`config.mk`:
```
export PLATFORM = sky130hd
export DESIGN_NAME = rp_top
export DESIGN_NICKNAME = d
export VERILOG_FILES = /design/src/hdl/rp_pkg.sv /design/src/hdl/rp_top.sv /design/src/hdl/rp_trig_exp.sv /design/src/hdl/rp_dac_mix.sv /design/src/hdl/rp_adc_front.sv /design/src/hdl/rp_reset_seq.sv
export SDC_FILE = /design/constraint.sdc
export NUM_CORES = 1
export LEC_CHECK = 0
export BUFFER_PORTS_ARGS = -buffer_cell sky130_fd_sc_hd__buf_2
export CORE_ASPECT_RATIO = 0.8
export CORE_MARGIN = 2
export CORE_UTILIZATION = 39
export CTS_CLUSTER_SIZE = 8
export DETAILED_ROUTE_END_ITERATION = 6
export GPL_ROUTABILITY_DRIVEN = 0
export HOLD_SLACK_MARGIN = 0.08
export PLACE_DENSITY = 0.69
export SLEW_MARGIN = 20
export SYNTH_ARGS = -nofsm -noshare
export SYNTH_HDL_FRONTEND = slang
export SYNTH_HIERARCHICAL = 1
export SYNTH_SLANG_ARGS = --single-unit
```
`constraint.sdc`:
```
create_clock -name adc_clk -period 6.5 [get_ports adc_clk]
set_input_delay 0.975 -clock adc_clk [delete_from_list [all_inputs] [get_ports adc_clk]]
set_output_delay 0.975 -clock adc_clk [all_outputs]
set_load 0.01 [all_outputs]
```
`src/hdl/rp_pkg.sv`:
```
/*
 * shared widths, constants and bus types for the analog datapath
 * and the trigger / expansion pin glue, all in the adc_clk domain
 */

package rp_pkg;

  ////////////////////////////////////////////////////////////
  // widths and constants
  ////////////////////////////////////////////////////////////

  localparam int unsigned N_CH      = 2;    // analog channels
  localparam int unsigned ADC_PIN_W = 16;   // raw ADC pin word
  localparam int unsigned ADC_DW    = 14;   // significant bits, top of pin word
  localparam int unsigned DAC_DW    = 14;   // DAC code, same as ADC_DW
  localparam int unsigned EXP_W     = 8;    // expansion pins per side
  localparam int unsigned DAISY_W   = 16;   // daisy receive word

  // core reset hold after PLL lock, in adc_clk cycles
  localparam int unsigned RST_MAX   = 64;
  localparam int unsigned RST_CNT_W = $clog2(RST_MAX + 1);
  localparam logic [RST_CNT_W-1:0] RST_CNT_LAST = RST_CNT_W'(RST_MAX);  // last hold count

  ////////////////////////////////////////////////////////////
  // datapath types
  ////////////////////////////////////////////////////////////

  typedef logic [N_CH-1:0][ADC_PIN_W-1:0] adc_pins_t;   // raw pins per channel
  typedef logic signed [ADC_DW-1:0]       sample_t;     // two's complement
  typedef sample_t [N_CH-1:0]             samples_t;
  typedef logic [N_CH-1:0][DAC_DW-1:0]    dac_codes_t;  // negative-slope offset

  // bit 0 is ADC side, bit 1 DAC side
  typedef struct packed {
    logic dac_from_adc;  // DAC path takes ADC sample
    logic adc_from_dac;  // ADC path takes DAC value
  } loop_cfg_t;

  // bit order as the housekeeping daisy mode word
  typedef struct packed {
    logic trig_src_gen;  // outgoing trigger from generator, else scope
    logic trig_pin_en;   // n-pin 0 becomes trigger output
    logic sync_mode;     // daisy line carries triggers
  } daisy_cfg_t;

  typedef struct packed {
    logic [EXP_W-1:0] dat;  // output data
    logic [EXP_W-1:0] dir;  // 1 = drive
  } exp_drive_t;

  ////////////////////////////////////////////////////////////
  // code conversion
  ////////////////////////////////////////////////////////////

  // negative-slope offset <-> two's complement
  // sign bit stays, magnitude bits invert, so the same flip works both ways
  function automatic logic [ADC_DW-1:0] nslope_flip(input logic [ADC_DW-1:0] val);
    return {val[ADC_DW-1], ~val[ADC_DW-2:0]};
  endfunction

endpackage
```
`src/hdl/rp_top.sv`:
```
/*
 * top level of the kept board logic: reset sequencer, ADC front
 * end, DAC mixer and trigger / expansion router on adc_clk
 */

`timescale 1ns/100ps

module rp_top (
  // clocks and lock
  input  logic                       adc_clk,
  input  logic                       rst_n_i,          // board reset, sync
  input  logic                       pll_locked_i,
  // samples
  input  rp_pkg::adc_pins_t          adc_dat_i,        // raw ADC pins
  input  rp_pkg::samples_t           gen_smp_i,        // generator
  input  rp_pkg::samples_t           pid_smp_i,        // controller
  output rp_pkg::samples_t           adc_smp_o,        // converted ADC samples
  output rp_pkg::dac_codes_t         dac_dat_o,        // DAC codes, both channels
  // configuration
  input  rp_pkg::loop_cfg_t          loop_i,
  input  rp_pkg::daisy_cfg_t         daisy_i,
  // daisy and triggers
  input  logic [rp_pkg::DAISY_W-1:0] daisy_rx_i,
  input  logic                       scope_trig_i,
  input  logic                       gen_trig_i,
  output logic                       trig_ext_o,
  output logic                       daisy_tx_trig_o,
  // expansion pins
  input  logic [rp_pkg::EXP_W-1:0]   exp_p_in_i,
  input  logic [rp_pkg::EXP_W-1:0]   exp_n_in_i,
  input  rp_pkg::exp_drive_t         hk_p_i,
  input  rp_pkg::exp_drive_t         hk_n_i,
  output rp_pkg::exp_drive_t         exp_p_o,
  output rp_pkg::exp_drive_t         exp_n_o
);

  logic             core_rst_n;  // held after lock
  rp_pkg::samples_t dac_smp;     // saturated sum, to ADC loopback

  ////////////////////////////////////////////////////////////
  // reset
  ////////////////////////////////////////////////////////////

  rp_reset_seq i_reset_seq (
    .adc_clk      (adc_clk     ),
    .rst_n_i      (rst_n_i     ),
    .pll_locked_i (pll_locked_i),
    .core_rst_n_o (core_rst_n  )
  );

  ////////////////////////////////////////////////////////////
  // analog datapath
  ////////////////////////////////////////////////////////////

  rp_adc_front i_adc_front (
    .adc_clk   (adc_clk   ),
    .rst_n_i   (core_rst_n),
    .adc_dat_i (adc_dat_i ),
    .loop_i    (loop_i    ),
    .dac_smp_i (dac_smp   ),
    .adc_smp_o (adc_smp_o )
  );

  rp_dac_mix i_dac_mix (
    .adc_clk   (adc_clk   ),
    .rst_n_i   (core_rst_n),
    .gen_smp_i (gen_smp_i ),
    .pid_smp_i (pid_smp_i ),
    .adc_smp_i (adc_smp_o ),  // registered, no comb loop
    .loop_i    (loop_i    ),
    .dac_smp_o (dac_smp   ),
    .dac_dat_o (dac_dat_o )
  );

  ////////////////////////////////////////////////////////////
  // triggers and expansion pins
  ////////////////////////////////////////////////////////////

  rp_trig_exp i_trig_exp (
    .exp_p_in_i      (exp_p_in_i     ),
    .exp_n_in_i      (exp_n_in_i     ),
    .hk_p_i          (hk_p_i         ),
    .hk_n_i          (hk_n_i         ),
    .daisy_i         (daisy_i        ),
    .daisy_rx_i      (daisy_rx_i     ),
    .scope_trig_i    (scope_trig_i   ),
    .gen_trig_i      (gen_trig_i     ),
    .trig_ext_o      (trig_ext_o     ),
    .daisy_tx_trig_o (daisy_tx_trig_o),
    .exp_p_o         (exp_p_o        ),
    .exp_n_o         (exp_n_o        )
  );

endmodule

```
`src/hdl/rp_trig_exp.sv`:
```
/*
 * trigger and expansion pin router: forms the external trigger,
 * picks the trigger sent on the daisy line and can take over
 * n-side pin 0 as a trigger output, all combinational
 */

`timescale 1ns/100ps

module rp_trig_exp (
  input  logic [rp_pkg::EXP_W-1:0]   exp_p_in_i,       // p-side pad inputs
  input  logic [rp_pkg::EXP_W-1:0]   exp_n_in_i,       // n-side pad inputs
  input  rp_pkg::exp_drive_t         hk_p_i,           // housekeeping drive, p side
  input  rp_pkg::exp_drive_t         hk_n_i,           // housekeeping drive, n side
  input  rp_pkg::daisy_cfg_t         daisy_i,          // daisy mode
  input  logic [rp_pkg::DAISY_W-1:0] daisy_rx_i,       // daisy receive word
  input  logic                       scope_trig_i,     // scope trigger pulse
  input  logic                       gen_trig_i,       // generator trigger pulse
  output logic                       trig_ext_o,       // external trigger to core
  output logic                       daisy_tx_trig_o,  // trigger out on daisy
  output rp_pkg::exp_drive_t         exp_p_o,          // p-side pad drive
  output rp_pkg::exp_drive_t         exp_n_o           // n-side pad drive
);

  logic daisy_trig;    // any bit on the daisy word

  ////////////////////////////////////////////////////////////
  // external trigger
  ////////////////////////////////////////////////////////////

  assign daisy_trig = |daisy_rx_i;

  // p-pin 0 is the trigger input, blanked while a daisy
  // trigger arrives in sync mode
  assign trig_ext_o = exp_p_in_i[0] & ~(daisy_i.sync_mode & daisy_trig);

  ////////////////////////////////////////////////////////////
  // outgoing trigger
  ////////////////////////////////////////////////////////////

  assign daisy_tx_trig_o = daisy_i.trig_src_gen ? gen_trig_i : scope_trig_i;

  ////////////////////////////////////////////////////////////
  // pad drive
  ////////////////////////////////////////////////////////////

  assign exp_p_o = hk_p_i;  // p side untouched

  always_comb begin
    exp_n_o = hk_n_i;                         // default, housekeeping owns all
    if (daisy_i.trig_pin_en) begin
      exp_n_o.dat[0] = daisy_tx_trig_o;       // trigger out on the pin
      exp_n_o.dir[0] = 1'b1;                  // force drive
    end
  end

endmodule

```
`src/hdl/rp_dac_mix.sv`:
```
/*
 * DAC mixer: adds generator and controller samples per channel,
 * saturates, converts back to negative-slope offset code and
 * registers the DAC code, with optional ADC loopback
 */

`timescale 1ns/100ps

module rp_dac_mix (
  input  logic               adc_clk,
  input  logic               rst_n_i,    // core reset, sync, active low
  input  rp_pkg::samples_t   gen_smp_i,  // generator samples
  input  rp_pkg::samples_t   pid_smp_i,  // controller samples
  input  rp_pkg::samples_t   adc_smp_i,  // registered ADC samples
  input  rp_pkg::loop_cfg_t  loop_i,     // loopback config
  output rp_pkg::samples_t   dac_smp_o,  // saturated sum, combinational
  output rp_pkg::dac_codes_t dac_dat_o   // registered DAC codes
);

  logic [rp_pkg::N_CH-1:0][rp_pkg::ADC_DW:0] sum;  // one guard bit
  rp_pkg::samples_t                          sat;
  rp_pkg::dac_codes_t                        code_nxt;

  ////////////////////////////////////////////////////////////
  // sum and saturation
  ////////////////////////////////////////////////////////////

  always_comb begin
    for (int ch = 0; ch < rp_pkg::N_CH; ch++) begin
      // signed operands, sign extends into guard bit
      sum[ch] = $signed(gen_smp_i[ch]) + $signed(pid_smp_i[ch]);
      if (sum[ch][rp_pkg::ADC_DW] ^ sum[ch][rp_pkg::ADC_DW-1]) begin
        // overflow, clamp to max or min by true sign
        sat[ch] = {sum[ch][rp_pkg::ADC_DW],
                   {(rp_pkg::ADC_DW-1){~sum[ch][rp_pkg::ADC_DW]}}};
      end else begin
        sat[ch] = sum[ch][rp_pkg::ADC_DW-1:0];
      end
    end
  end

  assign dac_smp_o = sat;  // also feeds ADC loopback

  ////////////////////////////////////////////////////////////
  // code conversion and select
  ////////////////////////////////////////////////////////////

  always_comb begin
    for (int ch = 0; ch < rp_pkg::N_CH; ch++) begin
      if (loop_i.dac_from_adc) begin
        code_nxt[ch] = rp_pkg::nslope_flip(adc_smp_i[ch]);  // ADC -> DAC
      end else begin
        code_nxt[ch] = rp_pkg::nslope_flip(sat[ch]);
      end
    end
  end

  ////////////////////////////////////////////////////////////
  // DAC code register
  ////////////////////////////////////////////////////////////

  // both channels leave together, no interleave here
  always_ff @(posedge adc_clk) begin
    if (!rst_n_i) begin
      dac_dat_o <= '0;  // zero while core held
    end else begin
      dac_dat_o <= code_nxt;
    end
  end

endmodule

```
`src/hdl/rp_adc_front.sv`:
```
/*
 * ADC front end: slices the significant bits of each pin word,
 * converts negative-slope offset code to two's complement and
 * registers it, with optional loopback of the DAC value
 */

`timescale 1ns/100ps

module rp_adc_front (
  input  logic              adc_clk,
  input  logic              rst_n_i,    // core reset, sync, active low
  input  rp_pkg::adc_pins_t adc_dat_i,  // raw ADC pins
  input  rp_pkg::loop_cfg_t loop_i,     // loopback config
  input  rp_pkg::samples_t  dac_smp_i,  // saturated DAC samples, unregistered
  output rp_pkg::samples_t  adc_smp_o   // two's complement samples
);

  rp_pkg::samples_t adc_conv;  // converted, before register

  ////////////////////////////////////////////////////////////
  // slice and convert
  ////////////////////////////////////////////////////////////

  // low pin bits unused on the 14-bit part
  always_comb begin
    for (int ch = 0; ch < rp_pkg::N_CH; ch++) begin
      adc_conv[ch] = rp_pkg::nslope_flip(
        adc_dat_i[ch][rp_pkg::ADC_PIN_W-1 -: rp_pkg::ADC_DW]);
    end
  end

  ////////////////////////////////////////////////////////////
  // sample register
  ////////////////////////////////////////////////////////////

  // one cycle pins to sample
  // loopback replaces both channels at once
  always_ff @(posedge adc_clk) begin
    if (!rst_n_i) begin
      adc_smp_o <= '0;             // zero while core held
    end else if (loop_i.adc_from_dac) begin
      adc_smp_o <= dac_smp_i;      // digital loop, DAC -> ADC
    end else begin
      adc_smp_o <= adc_conv;
    end
  end

endmodule

```
`src/hdl/rp_reset_seq.sv`:
```
/*
 * reset sequencer: holds the core in reset for a fixed
 * number of adc_clk cycles after the PLL reports lock
 */

`timescale 1ns/100ps

module rp_reset_seq (
  input  logic adc_clk,
  input  logic rst_n_i,       // board reset, sync, active low
  input  logic pll_locked_i,  // PLL lock level
  output logic core_rst_n_o   // registered core reset, active low
);

  logic                         lock_q;     // previous lock level
  logic [rp_pkg::RST_CNT_W-1:0] hold_cnt;   // 0 = idle
  logic                         lock_rise;
  logic                         hold;

  assign lock_rise = pll_locked_i & ~lock_q;
  assign hold      = |hold_cnt;  // any count keeps core in reset

  ////////////////////////////////////////////////////////////
  // lock edge and hold counter
  ////////////////////////////////////////////////////////////

  // lock_q clears on reset, so a PLL already locked at reset
  // release still gets the full settle window
  always_ff @(posedge adc_clk) begin
    if (!rst_n_i) begin
      lock_q   <= 1'b0;
      hold_cnt <= '0;
    end else begin
      lock_q <= pll_locked_i;
      if (!pll_locked_i) begin
        hold_cnt <= '0;                    // lost lock, drop the count
      end else if (lock_rise) begin
        hold_cnt <= rp_pkg::RST_CNT_W'(1);  // edge seen, start
      end else if (hold) begin
        if (hold_cnt < rp_pkg::RST_CNT_LAST) begin
          hold_cnt <= hold_cnt + 1'b1;
        end else begin
          hold_cnt <= '0;                  // window done
        end
      end
    end
  end

  ////////////////////////////////////////////////////////////
  // core reset register
  ////////////////////////////////////////////////////////////

  always_ff @(posedge adc_clk) begin
    if (!rst_n_i) begin
      core_rst_n_o <= 1'b0;
    end else begin
      core_rst_n_o <= ~hold;  // follows counter one cycle later
    end
  end

endmodule

```
==> qor.txt <==
run status -> finished, final reports clean
maximum vdd drop -> 0.117 mV
Longest Clk Path Bufs -> 2
final setup fails -> 0
Setup Skew -> 0.00548 ns
headroom to the max-slew limit -> 0.341
Synth warnings -> 6
unrepaired setup endpoints after global routing -> false
crit path DAT -> 4.12 ns
# fillers -> 1,187
Design Power -> 1.45 mW
top_reg_cell synth -> dfxtp_1
diode count -> 0
#FFs+latches synth -> 65
leakage power -> 2.66 nW
Core Area -> 12,100 µm²
sequential area share after synthesis -> 0.273
proportion of layout cells with a drive suffix above 1 -> 0.357
final setup TNS -> 0 ns
io pins -> 252
highest-count cells in the layout ignoring fill and taps -> 172 x buf_2, 78 x nand2_1, 65 x dfxtp_1
Mapped Nets -> 762
f_max -> 0.260 GHz
non-filler instance count after layout -> 857
DP Cell Count -> 842
ys async rst share -> 0
pwr/cell area -> 250 nW/µm²
Area Growth Syn to Fin -> 21.2%
largest net degree at the start of global routing -> 55
die height -> 103 µm
iteration-0 DRC count of the detailed router -> 239
Starting Density -> 0.395
final instance area -> 5790 µm²
area of the die -> 13,100 µm²
final WL -> 13,500 µm
worst skew pair latency -> 0.34 ns
row cnt -> 36
largest cells by area after synthesis -> dfxtp_1 27%, ha_1 7.9%, nand2_1 6.1%, buf_4 5.3%, a21boi_2 4.2%
initial antenna violation count -> 0
Startpoint Class -> primary input
TritonCTS clock tree -> done
total of max-cap violations -> 0
CTS-repair resized insts -> 0
Mapped Area -> 4770 µm²
Hold WC Path Type -> reg2reg
Post-synth EDFFs -> 0
# Post-CTS Setup Buffers -> 0
wire length per cell -> 15.7 µm
DRT Pass-1 Iters -> 4
Synth area leader -> dfxtp_1
most common cell after layout, fill and taps aside -> buf_2
clk sink count -> 65
drc violations -> 0
DRT antenna net count -> 0
GRT Total Usage -> 0.203
CP max FO -> 14
Congestion Overflow GR -> 0
Period minus WS final -> 3.84 ns
top-area cell type share of the netlist area -> 0.273
Crit Path Category -> in2reg
worst path required time -> 6.77 ns
Tightest Pin Transition -> 0.988 ns
first-pass GRT wire length -> 21,100 µm
Yosys cell types -> 73
vias in the first global route -> 4,352
syn_area_per_cell -> 8.40 µm²
final hold violation count -> 0
Placed Area -> 5470 µm²
clock slew at reported path FFs -> 0.06 ns
Port-buffer cells -> 172
Root Buffer -> clkbuf_16
endpoint class of the critical path -> register
Final #Nets -> 895
via-per-instance ratio -> 5.31
H-tree levels -> 3
detailed-route via count -> 4,550
Detail Placement HPWL -> 10,100 µm
CTS Hold Bufs -> 0
cells after synthesis -> 568
die width -> 128 µm
fin crit share -> 0.591
final slew viol count -> 0
CTS buffer count -> 9
flip-flops by register name, indices dropped and copies added (netlist names):
signal,count
i_adc_front/adc_smp_o,28
i_reset_seq/core_rst_n_o,1
i_dac_mix/dac_dat_o,28
i_reset_seq/lock_q,1
i_reset_seq/hold_cnt,7
worst max-delay path: stages:
cell and delay [ns]:
buf_2 0.08, ha_1 0.20, inv_1 0.07, fa_1 0.41, nor2b_1 0.20, o31a_1 0.21
a21oi_1 0.14, a311oi_2 0.28, nor3_1 0.10, mux2i_2 0.71, inv_2 0.14, o21bai_1 0.21
a21boi_1 0.18, nand2_1 0.06, a21boi_1 0.14
cell families after synthesis:
| family | share of synthesized area |
|---|---|
| AO/OA/AOI/OAI | 0.251 |
| XOR/XNOR | 0.0385 |
| multiplexers | 0.0176 |
| adder cells (fa/ha/maj) | 0.114 |
| flip-flops | 0.273 |
| buffers and inverters | 0.0923 |
| AND/OR/NAND/NOR | 0.214 |
cell type report:
class | count | area (µm²) | share of cell area
clock inverters | 2 | 35.0 | 0.00606
clock buffers | 13 | 280 | 0.0484
well taps | 152 | 190 | 0.0329
repair buffers | 174 | 876 | 0.151
multi-input cells | 432 | 3030 | 0.524
inverters | 19 | 71.3 | 0.0123
flip-flops and latches | 65 | 1300 | 0.225
per-stage QoR:
stage / hold slack (ns) / util / worst slack [ns]
after floorplan: 0.427 / - / 3.18
after global placement: 0.447 / 0.453 / 2.49
after detailed placement: 0.460 / 0.453 / 2.33
after CTS: 0.468 / 0.479 / 2.67
after global routing: 0.481 / 0.479 / 2.39
final: 0.467 / 0.479 / 2.66
metal layers:
metal / up-vias / part of all wire / wire (µm) / track usage
met4: 0 / 0.021 / 279 / 0.0828
met2: 155 / 0.46 / 6140 / 0.334
met1: 2120 / 0.46 / 6220 / 0.256
met3: 34 / 0.061 / 814 / 0.0555
met5: - / 0 / 0 / 0
li1: 2241 / - / - / -
Yosys cell counts (all sizes together), types with 2 or more instances:
cell and count:
nand4 2, a21o 9, nand4b 2, nor2 42, buf 43, maj3 12, xor2 4, xnor2 17
clkbuf 9, a311oi 2, dfxtp 65, ha 30, a21boi 30, inv 19, o31a 3, or3 10
or2 27, o22ai 5, o211ai 2, o311a 3, a22o 2, nand2 79, a211oi 5, nand2b 2
o21bai 4, a21oi 42, o21ai 26, fa 2, nor2b 5, o21a 6, mux2i 5, a2111oi 3
nor4 8, nor3 13, nor3b 2, o41ai 3, nand3 12, mux2 2
power by group:
group | internal (mW) | switching [mW] | leakage (nW)
combinational | 0.206 | 0.268 | 1.97
clock | 0.336 | 0.175 | 0.158
sequential | 0.442 | 0.0203 | 0.537
total | 0.983 | 0.463 | 2.66
worst paths after layout:
path                                                start                        end  slack [ns]  depth (start not counted)
worst max register to register   i_reset_seq/core_rst_n_o     i_dac_mix/dac_dat_o[4]        4.62                          3
worst min-delay path            i_adc_front/adc_smp_o[13]    i_dac_mix/dac_dat_o[13]        0.47                          2
worst max-delay path                        pid_smp_i[14]  i_adc_front/adc_smp_o[26]        2.66                         15
worst min register to register  i_adc_front/adc_smp_o[13]    i_dac_mix/dac_dat_o[13]        0.47                          2
Note: power is estimated with default switching activity, not from simulation.
